<file path="config.mk">
export PLATFORM = sky130hd
export DESIGN_NAME = warpSe
export DESIGN_NICKNAME = d
export VERILOG_FILES = /design/src/warpSePkg.sv /design/src/chipSelect.sv /design/src/fsbTerm.sv /design/src/ioMaster.sv /design/src/ioPostBuf.sv /design/src/ioSlave.sv /design/src/warpSe.sv
export VERILOG_INCLUDE_DIRS = /design/src /design/src/src
export SDC_FILE = /design/constraint.sdc
export NUM_CORES = 1
export LEC_CHECK = 0
export ABC_CLOCK_PERIOD_IN_PS = 8320
export BUFFER_PORTS_ARGS = -buffer_cell sky130_fd_sc_hd__buf_2
export CORE_ASPECT_RATIO = 0.7
export CORE_MARGIN = 1.5
export CORE_UTILIZATION = 50
export CTS_CLUSTER_SIZE = 30
export DETAILED_ROUTE_END_ITERATION = 8
export GPL_TIMING_DRIVEN = 0
export HOLD_SLACK_MARGIN = 0.12
export PLACE_DENSITY = 0.74
export SYNTH_ARGS = -nofsm -noshare
export SYNTH_HDL_FRONTEND = slang
export SYNTH_SLANG_ARGS = --single-unit
</file>
<file path="constraint.sdc">
create_clock -name FCLK -period 8.32 [get_ports FCLK]
set_input_delay 2.496 -clock FCLK [delete_from_list [all_inputs] [get_ports FCLK]]
set_output_delay 2.496 -clock FCLK [all_outputs]
set_load 0.03 [all_outputs]
</file>
<file path="src/warpSe_params.svh">
`ifndef WARPSE_PARAMS_SVH
`define WARPSE_PARAMS_SVH

// wait states for a ROM cycle.
// counted from the first FCLK edge that sees bact.
`define WARPSE_ROM_WAIT 2

// wait states for a RAM cycle.
`define WARPSE_RAM_WAIT 1

// entries in the posted I/O request buffer.
// any depth of 1 or more works, 2 and 4 are typical.
`define WARPSE_IOB_DEPTH 2

`endif

</file>
<file path="src/warpSePkg.sv">
package warpSePkg;

	// FSB address A[23:1], seen two ways.
	typedef union packed {
		// chip-select view.
		struct packed {
			logic [3:0]  region;
			logic [11:0] page;
			logic [6:0]  offs;
		} csView;
		// I/O bus view, device number and register offset.
		struct packed {
			logic [2:0]  dev;
			logic [19:0] regOfs;
		} iobView;
	} fsbAddr_u;

	// decoded FSB region.
	typedef enum logic [1:0] {RAM, ROM, IO, IACK} region_e;

	// one queued I/O request.
	// strobes and we are active high here.
	typedef struct packed {
		logic [22:0] addr;
		logic [15:0] data;
		logic        uds;
		logic        lds;
		logic        we;
	} ioReq_t;

endpackage

</file>
<file path="src/chipSelect.sv">
`timescale 1ns/1ns

module chipSelect (
	input  logic                 FCLK,
	input  logic                 rst,
	input  logic                 nAsFsb,
	input  warpSePkg::fsbAddr_u  aFsb,
	output logic                 bact,
	output warpSePkg::region_e   region
);

	// region of the address now on the bus.
	warpSePkg::region_e regionNext;

	// top nibble decode.
	// I/O space spans 0x8 through 0xE.
	always_comb begin
		case (aFsb.csView.region)
			4'h0, 4'h1, 4'h2, 4'h3: begin
				regionNext = warpSePkg::RAM;
			end
			4'h4: begin
				regionNext = warpSePkg::ROM;
			end
			4'h8, 4'h9, 4'hA, 4'hB, 4'hC, 4'hD, 4'hE: begin
				regionNext = warpSePkg::IO;
			end
			4'hF: begin
				regionNext = warpSePkg::IACK;
			end
			// holes in the map fall back to RAM.
			default: begin
				regionNext = warpSePkg::RAM;
			end
		endcase
	end

	// registered strobe gives the cycle-active level.
	// region is only updated while AS is low.
	always_ff @(posedge FCLK) begin
		if (rst) begin
			bact <= 1'b0;
			region <= warpSePkg::RAM;
		end else begin
			bact <= ~nAsFsb;
			if (!nAsFsb) begin
				region <= regionNext;
			end
		end
	end

endmodule

</file>
<file path="src/fsbTerm.sv">
`timescale 1ns/1ns
`include "warpSe_params.svh"

module fsbTerm (
	input  logic               FCLK,
	input  logic               rst,
	input  logic               bact,
	input  warpSePkg::region_e region,
	input  logic               ioReady,
	input  logic               ioBerr,
	output logic               nDtackFsb,
	output logic               nVpaFsb
);

	// bact one cycle late, for edge detect.
	logic       bactQ;
	// wait-state down-counter.
	logic [3:0] waitCnt;
	logic [3:0] waitLoad;
	// termination and vpa requests.
	logic       termQ;
	logic       vpaQ;
	logic       memCyc;

	assign memCyc = (region == warpSePkg::ROM) || (region == warpSePkg::RAM);

	// wait count for this region.
	always_comb begin
		if (region == warpSePkg::ROM) begin
			waitLoad = 4'(`WARPSE_ROM_WAIT);
		end else begin
			waitLoad = 4'(`WARPSE_RAM_WAIT);
		end
	end

	always_ff @(posedge FCLK) begin
		if (rst) begin
			bactQ <= 1'b0;
			waitCnt <= 4'd0;
			termQ <= 1'b0;
			vpaQ <= 1'b0;
		end else begin
			bactQ <= bact;
			// autovector on interrupt acknowledge.
			vpaQ <= bact && (region == warpSePkg::IACK);
			if (!bact) begin
				waitCnt <= 4'd0;
				termQ <= 1'b0;
			end else if (!bactQ) begin
				// rising edge of bact.
				// zero wait states end the cycle at once.
				waitCnt <= waitLoad;
				termQ <= memCyc && (waitLoad == 4'd0);
			end else if (memCyc) begin
				if (waitCnt != 4'd0) begin
					waitCnt <= waitCnt - 4'd1;
				end
				if (waitCnt == 4'd1) begin
					termQ <= 1'b1;
				end
			end else if (region == warpSePkg::IO) begin
				// I/O cycles end on the slave's ready.
				if (ioReady && !ioBerr) begin
					termQ <= 1'b1;
				end
			end
		end
	end

	// release with bact.
	// a bus error always wins over dtack.
	assign nDtackFsb = ~(bact & termQ & ~ioBerr);
	assign nVpaFsb = ~(bact & vpaQ);

endmodule

</file>
<file path="src/ioMaster.sv">
`timescale 1ns/1ns

module ioMaster (
	input  logic        FCLK,
	input  logic        rst,
	input  logic        empty,
	input  logic [22:0] headAddr,
	input  logic [15:0] headData,
	input  logic        headUds,
	input  logic        headLds,
	input  logic        headWe,
	output logic        pop,
	output logic [22:0] aIob,
	output logic [15:0] dIobOut,
	input  logic [15:0] dIobIn,
	output logic        nWeIob,
	output logic        nAsIob,
	output logic        nUdsIob,
	output logic        nLdsIob,
	input  logic        nDtackIob,
	input  logic        nBerrIob,
	output logic        done,
	output logic        berr,
	output logic [15:0] rdData
);

	localparam logic [1:0] MIdle    = 2'd0;
	localparam logic [1:0] MStrobe  = 2'd1;
	localparam logic [1:0] MWaitAck = 2'd2;
	localparam logic [1:0] MRelease = 2'd3;

	logic [1:0]        state;
	// bus error seen on this cycle.
	logic              errQ;
	logic              start;
	logic              ack;
	// entry on the IOB right now.
	warpSePkg::ioReq_t cur;

	assign start = (state == MIdle) && !empty;
	assign ack = !nDtackIob || !nBerrIob;

	always_ff @(posedge FCLK) begin
		if (rst) begin
			state <= MIdle;
			errQ <= 1'b0;
			pop <= 1'b0;
			done <= 1'b0;
			berr <= 1'b0;
			nWeIob <= 1'b1;
			nAsIob <= 1'b1;
			nUdsIob <= 1'b1;
			nLdsIob <= 1'b1;
		end else begin
			pop <= 1'b0;
			done <= 1'b0;
			berr <= 1'b0;
			case (state)
				MIdle: begin
					// address and direction set up a cycle ahead of AS.
					if (start) begin
						nWeIob <= ~headWe;
						state <= MStrobe;
					end
				end
				MStrobe: begin
					nAsIob <= 1'b0;
					nUdsIob <= ~cur.uds;
					nLdsIob <= ~cur.lds;
					state <= MWaitAck;
				end
				MWaitAck: begin
					// the entry is latched, so the buffer can let it go now.
					if (ack) begin
						errQ <= !nBerrIob;
						pop <= 1'b1;
						state <= MRelease;
					end
				end
				default: begin
					nAsIob <= 1'b1;
					nUdsIob <= 1'b1;
					nLdsIob <= 1'b1;
					nWeIob <= 1'b1;
					// only reads report back.
					done <= !cur.we && !errQ;
					berr <= !cur.we && errQ;
					state <= MIdle;
				end
			endcase
		end
	end

	// entry latch and read capture.
	always_ff @(posedge FCLK) begin
		if (start) begin
			cur <= '{addr: headAddr, data: headData, uds: headUds,
				lds: headLds, we: headWe};
		end
		if ((state == MWaitAck) && !nDtackIob && !cur.we) begin
			rdData <= dIobIn;
		end
	end

	assign aIob = cur.addr;
	assign dIobOut = cur.data;

endmodule

</file>
<file path="src/ioPostBuf.sv">
`timescale 1ns/1ns
`include "warpSe_params.svh"

module ioPostBuf (
	input  logic        FCLK,
	input  logic        rst,
	input  logic        push,
	input  logic [22:0] pushAddr,
	input  logic [15:0] pushData,
	input  logic        pushUds,
	input  logic        pushLds,
	input  logic        pushWe,
	input  logic        pop,
	output logic        full,
	output logic        empty,
	output logic [22:0] headAddr,
	output logic [15:0] headData,
	output logic        headUds,
	output logic        headLds,
	output logic        headWe
);

	localparam int Depth = `WARPSE_IOB_DEPTH;
	localparam int PtrW = (Depth > 1) ? $clog2(Depth) : 1;

	warpSePkg::ioReq_t mem [Depth];
	logic [PtrW-1:0]   wrPtr;
	logic [PtrW-1:0]   rdPtr;
	logic [PtrW:0]     count;
	logic              doPush;
	logic              doPop;

	// pointer step with wrap, for any depth.
	function automatic logic [PtrW-1:0] ptrNext(input logic [PtrW-1:0] ptr);
		if (ptr == PtrW'(Depth - 1)) begin
			return '0;
		end
		return ptr + 1'b1;
	endfunction

	assign full = (count == (PtrW + 1)'(Depth));
	assign empty = (count == '0);
	assign doPush = push && !full;
	assign doPop = pop && !empty;

	always_ff @(posedge FCLK) begin
		if (rst) begin
			wrPtr <= '0;
			rdPtr <= '0;
			count <= '0;
		end else begin
			if (doPush) begin
				wrPtr <= ptrNext(wrPtr);
			end
			if (doPop) begin
				rdPtr <= ptrNext(rdPtr);
			end
			// simultaneous push and pop leaves count alone.
			if (doPush && !doPop) begin
				count <= count + 1'b1;
			end else if (doPop && !doPush) begin
				count <= count - 1'b1;
			end
		end
	end

	// storage.
	always_ff @(posedge FCLK) begin
		if (doPush) begin
			mem[wrPtr] <= '{addr: pushAddr, data: pushData, uds: pushUds,
				lds: pushLds, we: pushWe};
		end
	end

	// oldest entry.
	assign headAddr = mem[rdPtr].addr;
	assign headData = mem[rdPtr].data;
	assign headUds = mem[rdPtr].uds;
	assign headLds = mem[rdPtr].lds;
	assign headWe = mem[rdPtr].we;

endmodule

</file>
<file path="src/ioSlave.sv">
`timescale 1ns/1ns

module ioSlave (
	input  logic                FCLK,
	input  logic                rst,
	input  logic                bact,
	input  warpSePkg::region_e  region,
	input  warpSePkg::fsbAddr_u aFsb,
	input  logic [15:0]         dFsbIn,
	input  logic                nUdsFsb,
	input  logic                nLdsFsb,
	input  logic                nWeFsb,
	input  logic                full,
	output logic                push,
	output logic [22:0]         pushAddr,
	output logic [15:0]         pushData,
	output logic                pushUds,
	output logic                pushLds,
	output logic                pushWe,
	input  logic                done,
	input  logic                berr,
	input  logic [15:0]         rdData,
	output logic [15:0]         dFsbOut,
	output logic                ioReady,
	output logic                nBerrFsb
);

	localparam logic [1:0] SIdle   = 2'd0;
	localparam logic [1:0] SPush   = 2'd1;
	localparam logic [1:0] SWaitRd = 2'd2;
	localparam logic [1:0] SHold   = 2'd3;

	logic [1:0]        state;
	logic              berrQ;
	logic              ioCyc;
	logic              accept;
	// request being pushed.
	warpSePkg::ioReq_t req;

	assign ioCyc = bact && (region == warpSePkg::IO);
	// one request per I/O cycle, only with room in the buffer.
	assign accept = (state == SIdle) && ioCyc && !full;

	always_ff @(posedge FCLK) begin
		if (rst) begin
			state <= SIdle;
			push <= 1'b0;
			ioReady <= 1'b0;
			berrQ <= 1'b0;
		end else begin
			push <= accept;
			case (state)
				SIdle: begin
					if (accept) begin
						state <= SPush;
					end
				end
				SPush: begin
					// posted write.
					// ready as soon as it is queued.
					if (req.we) begin
						ioReady <= 1'b1;
						state <= SHold;
					end else begin
						state <= SWaitRd;
					end
				end
				SWaitRd: begin
					if (done) begin
						ioReady <= 1'b1;
						state <= SHold;
					end else if (berr) begin
						berrQ <= 1'b1;
						state <= SHold;
					end
				end
				default: begin
					// hold until the CPU drops AS.
					if (!bact) begin
						ioReady <= 1'b0;
						berrQ <= 1'b0;
						state <= SIdle;
					end
				end
			endcase
		end
	end

	// request and read data capture.
	always_ff @(posedge FCLK) begin
		if (accept) begin
			req.addr <= {aFsb.iobView.dev, aFsb.iobView.regOfs};
			req.data <= dFsbIn;
			req.uds <= ~nUdsFsb;
			req.lds <= ~nLdsFsb;
			req.we <= ~nWeFsb;
		end
		if ((state == SWaitRd) && done) begin
			dFsbOut <= rdData;
		end
	end

	assign pushAddr = req.addr;
	assign pushData = req.data;
	assign pushUds = req.uds;
	assign pushLds = req.lds;
	assign pushWe = req.we;
	// error held for the rest of the bus cycle.
	assign nBerrFsb = ~(berrQ & bact);

endmodule

</file>
<file path="src/warpSe.sv">
`timescale 1ns/1ns

module warpSe (
	input  logic                FCLK,
	input  logic                rst,
	input  warpSePkg::fsbAddr_u aFsb,
	input  logic [15:0]         dFsbIn,
	output logic [15:0]         dFsbOut,
	input  logic                nAsFsb,
	input  logic                nUdsFsb,
	input  logic                nLdsFsb,
	input  logic                nWeFsb,
	output logic                nDtackFsb,
	output logic                nVpaFsb,
	output logic                nBerrFsb,
	output logic [22:0]         aIob,
	output logic [15:0]         dIobOut,
	input  logic [15:0]         dIobIn,
	output logic                nWeIob,
	output logic                nAsIob,
	output logic                nUdsIob,
	output logic                nLdsIob,
	input  logic                nDtackIob,
	input  logic                nBerrIob
);

	// cycle detect and decode.
	logic               bact;
	warpSePkg::region_e region;
	// slave to termination.
	logic               ioReady;
	logic               ioBerr;
	// slave to buffer.
	logic               push;
	logic [22:0]        pushAddr;
	logic [15:0]        pushData;
	logic               pushUds;
	logic               pushLds;
	logic               pushWe;
	logic               full;
	// buffer to master.
	logic               empty;
	logic               pop;
	logic [22:0]        headAddr;
	logic [15:0]        headData;
	logic               headUds;
	logic               headLds;
	logic               headWe;
	// master back to slave.
	logic               done;
	logic               berr;
	logic [15:0]        rdData;

	// level form of the FSB bus error.
	assign ioBerr = ~nBerrFsb;

	chipSelect u_chipSelect (
		.FCLK(FCLK), .rst(rst), .nAsFsb(nAsFsb), .aFsb(aFsb),
		.bact(bact), .region(region)
	);

	fsbTerm u_fsbTerm (
		.FCLK(FCLK), .rst(rst), .bact(bact), .region(region),
		.ioReady(ioReady), .ioBerr(ioBerr),
		.nDtackFsb(nDtackFsb), .nVpaFsb(nVpaFsb)
	);

	ioSlave u_ioSlave (
		.FCLK(FCLK), .rst(rst), .bact(bact), .region(region), .aFsb(aFsb),
		.dFsbIn(dFsbIn), .nUdsFsb(nUdsFsb), .nLdsFsb(nLdsFsb), .nWeFsb(nWeFsb),
		.full(full), .push(push), .pushAddr(pushAddr), .pushData(pushData),
		.pushUds(pushUds), .pushLds(pushLds), .pushWe(pushWe),
		.done(done), .berr(berr), .rdData(rdData), .dFsbOut(dFsbOut),
		.ioReady(ioReady), .nBerrFsb(nBerrFsb)
	);

	ioPostBuf u_ioPostBuf (
		.FCLK(FCLK), .rst(rst), .push(push), .pushAddr(pushAddr),
		.pushData(pushData), .pushUds(pushUds), .pushLds(pushLds),
		.pushWe(pushWe), .pop(pop), .full(full), .empty(empty),
		.headAddr(headAddr), .headData(headData), .headUds(headUds),
		.headLds(headLds), .headWe(headWe)
	);

	ioMaster u_ioMaster (
		.FCLK(FCLK), .rst(rst), .empty(empty), .headAddr(headAddr),
		.headData(headData), .headUds(headUds), .headLds(headLds),
		.headWe(headWe), .pop(pop), .aIob(aIob), .dIobOut(dIobOut),
		.dIobIn(dIobIn), .nWeIob(nWeIob), .nAsIob(nAsIob), .nUdsIob(nUdsIob),
		.nLdsIob(nLdsIob), .nDtackIob(nDtackIob), .nBerrIob(nBerrIob),
		.done(done), .berr(berr), .rdData(rdData)
	);

endmodule

</file>
==> summary.md, run 1 <==
| Metric | Value |
|---|---|
| Antenna Diode Count | `0` |
| Seq/Total Area, Yosys | `80.4%` |
| P&R area growth vs syn | `20.3%` |
| Tightest Pin Transition | `0.860 ns` |
| Root Buffer Master | `clkbuf_16` |
| Top post-synthesis cells by count | `edfxtp_1, mux2_2, buf_4, dfxtp_1, nor2_1` |
| Initial antenna violation count | `0` |
| Total chip power | `2350 µW` |
| Flop pwr share | `54.8%` |
| Final Hold Fails | `0` |
| Gpl congestion | `0.812` |
| Final TNS setup | `0 ns` |
| Setup bufs post-CTS | `0` |
| Final ANT Viol Nets | `0` |
| Vias in the first global route | `4259` |
| Switching part of the total power | `20.7%` |
| Post-synth EDFFs | `200` |
| 1st-pass router iterations | `4` |
| # IOs | `125` |
| Tcrit/Tclk final | `45.1%` |
| Setup violators final | `0` |
| Maximum clock rate | `267 MHz` |
| Critical path required time | `5.82 ns` |
| Syn avg cell area | `18.4 µm²` |
| Initial DRC count | `218` |
| CP max-delay cell | `dfxtp_1` |
| Critical Path Sink Type | `primary output` |
| Clock Latency Late Sink | `0.49 ns` |
| Tmin final | `3.75 ns` |
| Worst EP arrival | `1.25 ns` |
| GRT Total Usage | `16.3%` |
| Die width | `156 µm` |
| Seq cells post-synth | `230` |
| Ys async rst share | `0%` |
| Internal power | `1870 µW` |
| Net switching power | `486 µW` |
| Top-count cell post-synth | `edfxtp_1` |
| Final Max Slew Viols | `0` |
| Total number of vias | `4049` |
| Remaining global-route overflow | `0` |
| Hpwl dp | `8990 µm` |
| Avg Vias per Cell | `4.87` |
| WS Path Type | `flop to primary output` |
| Leakage power | `0.00355 µW` |
| Worst path max stage delay | `0.46 ns` |
| TritonCTS clock tree | `done` |
| Largest cells by area after synthesis | `edfxtp_1, dfxtp_1, mux2_2` |
| Global-route wire length before repair | `21500 µm` |
| Clock power share | `39.3%` |
| RSZ-0062 raised after global routing | `no` |
| PostCTS Resize Cnt | `0` |
| Synth Warn # | `0` |
| VDD IR max | `192 µV` |
| Critical Path Start Type | `flop` |
| Post-CTS Hold Buffers | `0` |
| Yosys cell types | `39` |
| Combinational Power Share | `5.9%` |
| Fin nets | `670` |
| WHS | `0.421 ns` |
| Pre-CTS WS | `4.07 ns` |
| Core area | `15800 µm²` |
| Hold WC Path Type | `flop to flop` |
| WL final | `13700 µm` |
| Starting Density | `52.0%` |
| Status | `complete, no violations` |
| Total CTS buffers | `22` |
| Mapped Cells | `446` |
| Area leader, netlist | `edfxtp_1` |
| Number of H-tree levels | `1` |
| Clk buf depth | `3` |
| Synth top area share | `73.1%` |
| Ratio of cells with drive above 1 in the final layout | `40.3%` |
| Clock Skews | `0.00821 ns` |
| Ys flop type | `edfxtp_1` |
| Critical-path cell list | `nand3b_1, buf_2` |
| MaxCap Viol Count | `0` |
| Worst Path Max Fanout | `8` |
| Rel. slew slack | `42.6%` |
| DRC | `0` |
| Mapped cell area | `8210 µm²` |
| Chip Height | `110 µm` |
| Fin worst setup slack | `4.57 ns` |
| Reg clk slew, reported paths | `0.06 ns` |
| Power density over the cells | `238 nW/µm²` |
| Syn nets | `519` |
| WL per Instance | `16.5 µm` |
| Clock sinks | `230` |
| Row count | `38` |
| Largest net degree at the start of global routing | `23` |
| Port bufs | `123` |
| Die area | `17200 µm²` |
| Fill cells | `1165` |
-- state kept, by name, indices dropped and copies added (netlist names), 2 cells and up, named ones only --
name and count:
u_ioSlave.pushAddr 23, u_ioSlave.dFsbOut 16, u_ioSlave.state 2, u_ioMaster.aIob 23, u_ioMaster.rdData 16, u_fsbTerm.waitCnt 4
u_ioSlave.pushData 16, u_ioMaster.state 2, u_ioMaster.cur 3, u_ioPostBuf.count 2, u_ioMaster.dIobOut 16, u_chipSelect.region 2
u_ioPostBuf.mem 84
-- worst max-delay path, delay by kind of cell (launching register included) --
family	cells	cell delay [ns]
and+or+nand+nor	1	0.11
DFF	1	0.46
buffers and inverters	1	0.19
-- power groups by stage --
stage	combinational, µW	sequential [µW]	clock, µW
after floorplan	85.4	1310	0
after global placement	126	1310	0
after detailed placement	137	1310	0
after CTS	138	1290	947
after global routing	151	1290	985
final	138	1290	925
-- metal layers --
| metal | up-vias | share of wire (%) | global-route usage [%] |
|---|---|---|---|
| met2 | 125 | 48 | 27.8 |
| li1 | 1926 | - | - |
| met4 | 0 | 1.9 | 4.76 |
| met3 | 19 | 5.5 | 3.24 |
| met5 | - | 0 | 0 |
| met1 | 1979 | 44 | 21.7 |
-- layout make-up --
cell class | instances | area (µm²) | area share [%]
Clock buffer | 27 | 591 | 5.98
Clock inverter | 11 | 76.3 | 0.773
Timing Repair Buffer | 127 | 703 | 7.12
Inverter | 14 | 52.6 | 0.532
Buffer | 47 | 323 | 3.27
Sequential cell | 230 | 6610 | 66.9
Tap cell | 220 | 275 | 2.79
Multi-Input combinational cell | 155 | 1250 | 12.7
-- per-stage QoR --
step,util (%),instance area [µm²],std cells
5_1_grt,62.6,9880,831
3_3_place_gp,57.7,9100,789
2_1_floorplan,-,8210,446
6_report,62.6,9880,831
4_1_cts,62.6,9870,831
3_5_place_dp,58.3,9210,793
-- kinds of logic after synthesis --
logic type	count (synthesis)	share of synthesized area, %
multiplexers	48	6.52
AO/OA/AOI/OAI	21	1.71
XOR/XNOR	7	0.747
flip-flops	230	80.4
buffers and inverters	61	4.57
AND/OR/NAND/NOR	69	4.49
adder cells (fa/ha/maj)	10	1.52
-- placed cells by master (no fill, tap or decap), types with 4 or more instances in the layout --
cell       count
a21oi_1        5
buf_2        123
buf_4         39
clkbuf_1      12
clkbuf_16     23
clkinv_1       6
dfxtp_1       30
edfxtp_1     200
ha_1          10
inv_1         13
mux2_2        43
mux2i_1        4
nand2_1        6
nand2b_1       9
nor2_1        22
nor3_1         4
o21ai_0        6
xor2_1         4
-- worst paths after layout --
path	start	to	slack [ns]	cells after the start
hold / removal	u_ioMaster.rdData[4]$_DFFE_PP_	u_ioSlave.dFsbOut[4]$_DFFE_PN_	0.42	0
setup reg to reg	u_ioPostBuf.count[0]$_SDFFE_PP0P_	u_ioPostBuf.mem[0][14]$_DFFE_PP_	6.36	4
hold reg to reg	u_ioMaster.rdData[4]$_DFFE_PP_	u_ioSlave.dFsbOut[4]$_DFFE_PN_	0.42	0
setup / recovery	u_chipSelect.bact$_SDFF_PP0_	nDtackFsb	4.57	2
(Power assumes the default switching activity.)
==> run 2: changes to the inputs <==
ABC_CLOCK_PERIOD_IN_PS = 3200   (was 8320)
PLACE_DENSITY = 0.76   (was 0.74)
clock period = 3.2 ns   (was 8.32 ns; I/O delays follow)
==> summary.md, run 2 (synthesis gave the netlist of run 1 again) <==
| Metric | Value |
|---|---|
| Status | `complete, no violations` |
| Clock sinks | `230 (unchanged)` |
| WL per Instance | `15.7 µm (-5.1%)` |
| Critical Path Start Type | `flop` |
| Worst Path Max Fanout | `8 (unchanged)` |
| 1st-pass router iterations | `4 (unchanged)` |
| Hpwl dp | `8710 µm (-3.2%)` |
| Final Hold Fails | `0 (unchanged)` |
| Post-CTS Hold Buffers | `0 (unchanged)` |
| Critical path required time | `2.24 ns (-3.58 ns)` |
| Total CTS buffers | `22 (unchanged)` |
| PostCTS Resize Cnt | `0 (unchanged)` |
| Maximum clock rate | `450 MHz` |
| Worst EP arrival | `1.26 ns (about the same)` |
| Power density over the cells | `615 nW/µm² (+160%)` |
| Largest net degree at the start of global routing | `28 (+22%)` |
| Gpl congestion | `0.793 (-2.4%)` |
| Initial antenna violation count | `0 (unchanged)` |
| MaxCap Viol Count | `0 (unchanged)` |
| # IOs | `125 (unchanged)` |
| Reg clk slew, reported paths | `0.06 ns (about the same)` |
| Clk buf depth | `3 (unchanged)` |
| WL final | `13100 µm (-4.9%)` |
| Total number of vias | `4001 (-1.2%)` |
| CP max-delay cell | `dfxtp_1` |
| VDD IR max | `362 µV (+89%)` |
| Most frequent cells in the layout | `edfxtp_1, buf_2, mux2_2` |
| Setup crit end | `nBerrFsb` |
| P&R area growth vs syn | `20.4%` |
| Antenna Diode Count | `0 (unchanged)` |
| GRT Total Usage | `15.2% (-1.2 points)` |
| WP depth | `2 (unchanged)` |
| Largest Register | `u_ioPostBuf.mem` |
| DRC | `0 (unchanged)` |
| CP delay by family, top | `flip-flops` |
| Final ANT Viol Nets | `0 (unchanged)` |
| Port bufs | `123 (unchanged)` |
| Fin nets | `671 (+0.15%)` |
| Final instance area | `9890 µm² (+0.11%)` |
| Clock Skews | `0.0102 ns (+0.00202 ns)` |
| Buf/Inv on CP | `1 (unchanged)` |
| Worst reg2reg setup slack | `1.27 ns (-5.09 ns)` |
| Chip Height | `110 µm (unchanged)` |
| Number of H-tree levels | `1 (unchanged)` |
| Vias in the first global route | `4007 (-5.9%)` |
| Worst setup path startpoint | `u_chipSelect.bact$_SDFF_PP0_` |
| RSZ-0062 raised after global routing | `no` |
| Ratio of cells with drive above 1 in the final layout | `40.0% (-0.29 points)` |
| Rel. slew slack | `50.7% (+8.1 points)` |
| Row count | `38 (unchanged)` |
| Setup violators final | `0 (unchanged)` |
| WHS | `0.417 ns (-0.00338 ns)` |
| Most common cell after layout, fill and taps aside | `edfxtp_1` |
| Critical Path Sink Type | `primary output` |
| Tcrit/Tclk final | `69.5%` |
| Critical-path cell list | `nand2_1, buf_2` |
| Cell Area, Placed | `9220 µm² (about the same)` |
| Leakage power | `0.00356 µW (+0.18%)` |
| Tightest Pin Transition | `0.739 ns (-0.121 ns)` |
| Starting Density | `52.0% (unchanged)` |
| WS Path Type | `flop to primary output` |
| Tmin final | `2.22 ns` |
| Largest register FFs | `84 (unchanged)` |
| Worst path max stage delay | `0.47 ns (about the same)` |
| Setup bufs post-CTS | `0 (unchanged)` |
| Remaining global-route overflow | `0 (unchanged)` |
| TritonCTS clock tree | `done` |
| Final Max Slew Viols | `0 (unchanged)` |
| Fill cells | `1151 (-1.2%)` |
| Initial DRC count | `176 (-19%)` |
| Avg Vias per Cell | `4.80 (-1.4%)` |
| R2R depth | `3 (-1)` |
| Core area | `15800 µm² (unchanged)` |
| Clock Latency Late Sink | `0.49 ns (about the same)` |
| Root Buffer Master | `clkbuf_16` |
| Hold WC Path Type | `flop to flop` |
| Die width | `156 µm (unchanged)` |
| Critical R2R Capture | `u_ioMaster.aIob[2]$_DFFE_PP_` |
| Global-route wire length before repair | `19800 µm (-7.6%)` |
| Die area | `17200 µm² (unchanged)` |
==> run 2: cell count changes in the layout (fill, tap and decap cells not counted) <==
cell and change:
buf_16 +1, nor2_2 -1, clkinv_1 -2, clkinv_4 -1
nor2_1 +1, clkbuf_1 +4, buf_12 -1, buf_4 +1
==> run 2: per-stage QoR <==
stage,utilization (%),instances,power (µW),setup TNS [ns],worst slack [ns]
2_1_floorplan,-,446,3640,0,0.244
3_3_place_gp,57.7,789,3740,-75.03,-0.961
3_5_place_dp,58.4,793,3770,0,0.523
4_1_cts,62.6,832,6150,0,0.968
5_1_grt,62.6,833,6300,0,0.900
6_report,62.6,833,6080,0,0.976
==> run 2: layer usage <==
layer | routed length, µm | GRT usage (%) | vias to the layer above
met1 | 5810 | 19.6 | 1939
met4 | 252 | 4.49 | 0
met2 | 6370 | 26.1 | 114
li1 | - | - | 1927
met5 | 0 | 0 | -
met3 | 631 | 3.36 | 21
==> run 2: worst min-delay path by stage <==
stage,from,to,slack [ns],cells after the start
after floorplan,u_ioMaster.rdData[0]$_DFFE_PP_,u_ioSlave.dFsbOut[0]$_DFFE_PN_,0.40,0
after global placement,u_ioMaster.rdData[3]$_DFFE_PP_,u_ioSlave.dFsbOut[3]$_DFFE_PN_,0.40,0
after detailed placement,u_ioMaster.rdData[4]$_DFFE_PP_,u_ioSlave.dFsbOut[4]$_DFFE_PN_,0.40,0
after CTS,u_ioMaster.rdData[4]$_DFFE_PP_,u_ioSlave.dFsbOut[4]$_DFFE_PN_,0.42,0
after global routing,u_ioMaster.rdData[7]$_DFFE_PP_,u_ioSlave.dFsbOut[7]$_DFFE_PN_,0.43,0
final,u_ioMaster.rdData[4]$_DFFE_PP_,u_ioSlave.dFsbOut[4]$_DFFE_PN_,0.42,0
==> run 2: layout make-up <==
class	instances	area, µm²	share of cell area [%]
repair buffers	128	718	7.26
clock buffers	31	606	6.12
clock inverters	8	60.1	0.607
flip-flops and latches	230	6610	66.8
multi-input cells	155	1250	12.6
inverters	14	52.6	0.531
plain buffers	47	323	3.26
well taps	220	275	2.78
==> run 2: power by group <==
part           internal, µW  leakage [µW]  switching (µW)
Sequential             3320       0.00205            34.6
Combinational           150       0.00119             207
Clock                  1390      0.000325             982
==> run 2: worst reg2reg max path, stage by stage, from the launching register on <==
cell and delay (ns):
dfxtp_1 0.30, clkbuf_1 0.34, clkbuf_1 0.61, mux2_2 0.43
==> run 3: changes to the inputs <==
ABC_CLOCK_PERIOD_IN_PS = 2000   (was 3200)
clock period = 2 ns   (was 3.2 ns; I/O delays follow)
==> summary.md, run 3 (synthesis gave the netlist of run 1 again) <==
| Metric | Value |
|---|---|
| Clock Skews | `0.0148 ns (+0.00457 ns)` |
| Vias in the first global route | `4160 (+3.8%)` |
| Setup crit end | `u_ioPostBuf.mem[0][29]$_DFFE_PP_` |
| Net switching power | `2030 µW (+66%)` |
| Internal power | `7800 µW (+60%)` |
| Switching part of the total power | `20.6% (+0.53 points)` |
| Die area | `17200 µm² (unchanged)` |
| Largest register FFs | `84 (unchanged)` |
| RR Startpoint | `u_ioPostBuf.count[0]$_SDFFE_PP0P_` |
| Largest net degree at the start of global routing | `43 (+54%)` |
| Starting Density | `52.0% (unchanged)` |
| TritonCTS clock tree | `done` |
| Die width | `156 µm (unchanged)` |
| Critical Path Sink Type | `flop` |
| Ratio of cells with drive above 1 in the final layout | `40.6% (+0.62 points)` |
| Global-route wire length before repair | `21300 µm (+7.3%)` |
| R2R depth | `3 (unchanged)` |
| WS Path Type | `flop to flop` |
| Worst EP arrival | `2.03 ns (+0.77 ns)` |
| Fin worst setup slack | `0.0857 ns (-0.890 ns)` |
| Cell total after placement | `789 (-0.50%)` |
| Root Buffer Master | `clkbuf_16` |
| Post-Layout Cell Count | `831 (-0.24%)` |
| Initial DRC count | `220 (+25%)` |
| Initial antenna violation count | `0 (unchanged)` |
| Chip Height | `110 µm (unchanged)` |
| WL per Instance | `16.9 µm (+8.1%)` |
| Tmin final | `1.91 ns` |
| Total CTS buffers | `22 (unchanged)` |
| Rel. slew slack | `41.3% (-9.4 points)` |
| Fill cells | `1171 (+1.7%)` |
| Final Hold Fails | `0 (unchanged)` |
| Buf/Inv on CP | `0 (-1)` |
| Power density over the cells | `997 nW/µm² (+62%)` |
| Most frequent cells in the layout | `edfxtp_1, buf_2, mux2_2` |
| # IOs | `125 (unchanged)` |
| Post-CTS Hold Buffers | `0 (unchanged)` |
| Avg Vias per Cell | `4.89 (+1.8%)` |
| Worst path max stage delay | `0.62 ns (+0.15 ns)` |
| WP depth | `3 (+1)` |
| Row count | `38 (unchanged)` |
| RSZ-0062 raised after global routing | `yes` |
| Core Util, Final | `62.5% (-0.18 points)` |
| Register area | `6610 µm² (unchanged)` |
| WL final | `14100 µm (+7.8%)` |
| Remaining global-route overflow | `0 (unchanged)` |
| Maximum clock rate | `522 MHz` |
| GRT Total Usage | `16.5% (+1.3 points)` |
| Worst setup path startpoint | `u_ioPostBuf.count[0]$_SDFFE_PP0P_` |
| Hold WC Path Type | `primary input to flop` |
| MaxCap Viol Count | `0 (unchanged)` |
| Flop pwr share | `54.6% (-0.5 points)` |
| GRT met2 Usage | `28.6% (+2.4 points)` |
| P&R area growth vs syn | `20.0%` |
| Clock Latency Late Sink | `0.49 ns (about the same)` |
| Clock sinks | `230 (unchanged)` |
| 1st-pass router iterations | `4 (unchanged)` |
| Combinational Power Share | `5.9% (about the same)` |
| Most common cell after layout, fill and taps aside | `edfxtp_1` |
| Final Max Slew Viols | `0 (unchanged)` |
| Routing usage on met3 | `3.60% (+0.23 points)` |
| Final TNS setup | `0 ns (unchanged)` |
| Critical-path cell list | `nand2b_1, nand2_1, nor2_4` |
| Total number of vias | `4062 (+1.5%)` |
| Total chip power | `9830 µW (+61%)` |
| Setup violators final | `0 (unchanged)` |
| Gpl congestion | `0.768 (-3.1%)` |
| Leakage power | `0.00353 µW (-0.77%)` |
| Gr busiest metal | `met2` |
| Status | `complete, no violations` |
| Number of H-tree levels | `1 (unchanged)` |
| Clock power share | `39.5% (+0.4 points)` |
| Multi-input logic area | `1290 µm² (+3.4%)` |
| Fin nets | `669 (-0.30%)` |
| Critical path required time | `2.12 ns (-0.12 ns)` |
| Port bufs | `123 (unchanged)` |
| Worst reg2reg setup slack | `0.09 ns (-1.18 ns)` |
| Critical R2R Capture | `u_ioPostBuf.mem[0][29]$_DFFE_PP_` |
| Clk buf depth | `3 (unchanged)` |
| CP max-delay cell | `nor2_4` |
| Antenna Diode Count | `0 (unchanged)` |
| Core area | `15800 µm² (unchanged)` |
| Hpwl dp | `8460 µm (-2.9%)` |
| Largest Register | `u_ioPostBuf.mem` |
| Final ANT Viol Nets | `0 (unchanged)` |
| Met1 GRT Util | `21.7% (+2.1 points)` |
| Reg clk slew, reported paths | `0.06 ns (about the same)` |
| Pre-CTS WS | `-0.412 ns (-0.935 ns)` |
| CP delay by family, top | `simple AND/OR/NAND/NOR gates` |
| DRC | `0 (unchanged)` |
| Worst Path Max Fanout | `21 (+13)` |
| Tcrit/Tclk final | `95.7%` |
| Critical Path Start Type | `flop` |
| VDD IR max | `648 µV (+79%)` |
| Tightest Pin Transition | `0.879 ns (+0.140 ns)` |
| Setup bufs post-CTS | `0 (unchanged)` |
-- run 3: cell count changes in the layout (fill, tap and decap cells not counted), moves of 2 or more --
cell        delta
buf_12         -2
clkbuf_1       -3
clkbuf_8       +2
buf_16         -2
clkinvlp_4     +2
-- run 3: layer usage --
metal,vias up,wire length (µm),share of wire [%]
met2,107,6860,49
li1,1924,-,-
met4,0,193,1.4
met3,17,861,6.1
met5,-,0,0
met1,2014,6170,44
-- run 3: stage by stage --
stage	area, µm²	hold slack, ns
after global routing	9860	0.260
after floorplan	8230	0.400
after global placement	9120	0.400
final	9860	0.279
after detailed placement	9120	0.405
after CTS	9850	0.262
-- run 3: power groups by stage --
stage	clock, µW	sequential, µW	combinational [µW]
detailed placement	0	5470	553
CTS	3970	5360	576
floorplan	0	5460	362
global placement	0	5460	531
global route	4160	5370	636
finish	3890	5360	578
-- run 3: worst min path at each step --
stage / start / to / slack [ns] / cells past startpoint
after detailed placement: u_ioMaster.rdData[14]$_DFFE_PP_ / u_ioSlave.dFsbOut[14]$_DFFE_PN_ / 0.40 / 0
after floorplan: u_ioMaster.rdData[0]$_DFFE_PP_ / u_ioSlave.dFsbOut[0]$_DFFE_PN_ / 0.40 / 0
after global routing: dFsbIn[3] / u_ioSlave.pushData[3]$_DFFE_PP_ / 0.26 / 1
after global placement: u_ioMaster.rdData[11]$_DFFE_PP_ / u_ioSlave.dFsbOut[11]$_DFFE_PN_ / 0.40 / 0
final: dFsbIn[13] / u_ioSlave.pushData[13]$_DFFE_PP_ / 0.28 / 1
after CTS: dFsbIn[3] / u_ioSlave.pushData[3]$_DFFE_PP_ / 0.26 / 1
-- run 3: cell type report --
type,instances,area share [%]
plain buffers,47,3.27
clock inverters,8,0.393
repair inverters,1,0.0761
well taps,220,2.79
inverters,14,0.571
multi-input cells,157,13.1
clock buffers,31,6.56
repair buffers,123,6.24
flip-flops and latches,230,67.0
-- run 3: timing repair --
| item | in CTS | in global routing |
|---|---|---|
| endpoints found under the setup margin | 184 | 43 |
| cloned | 3 | 0 |
| resized for setup | 5 | 2 |
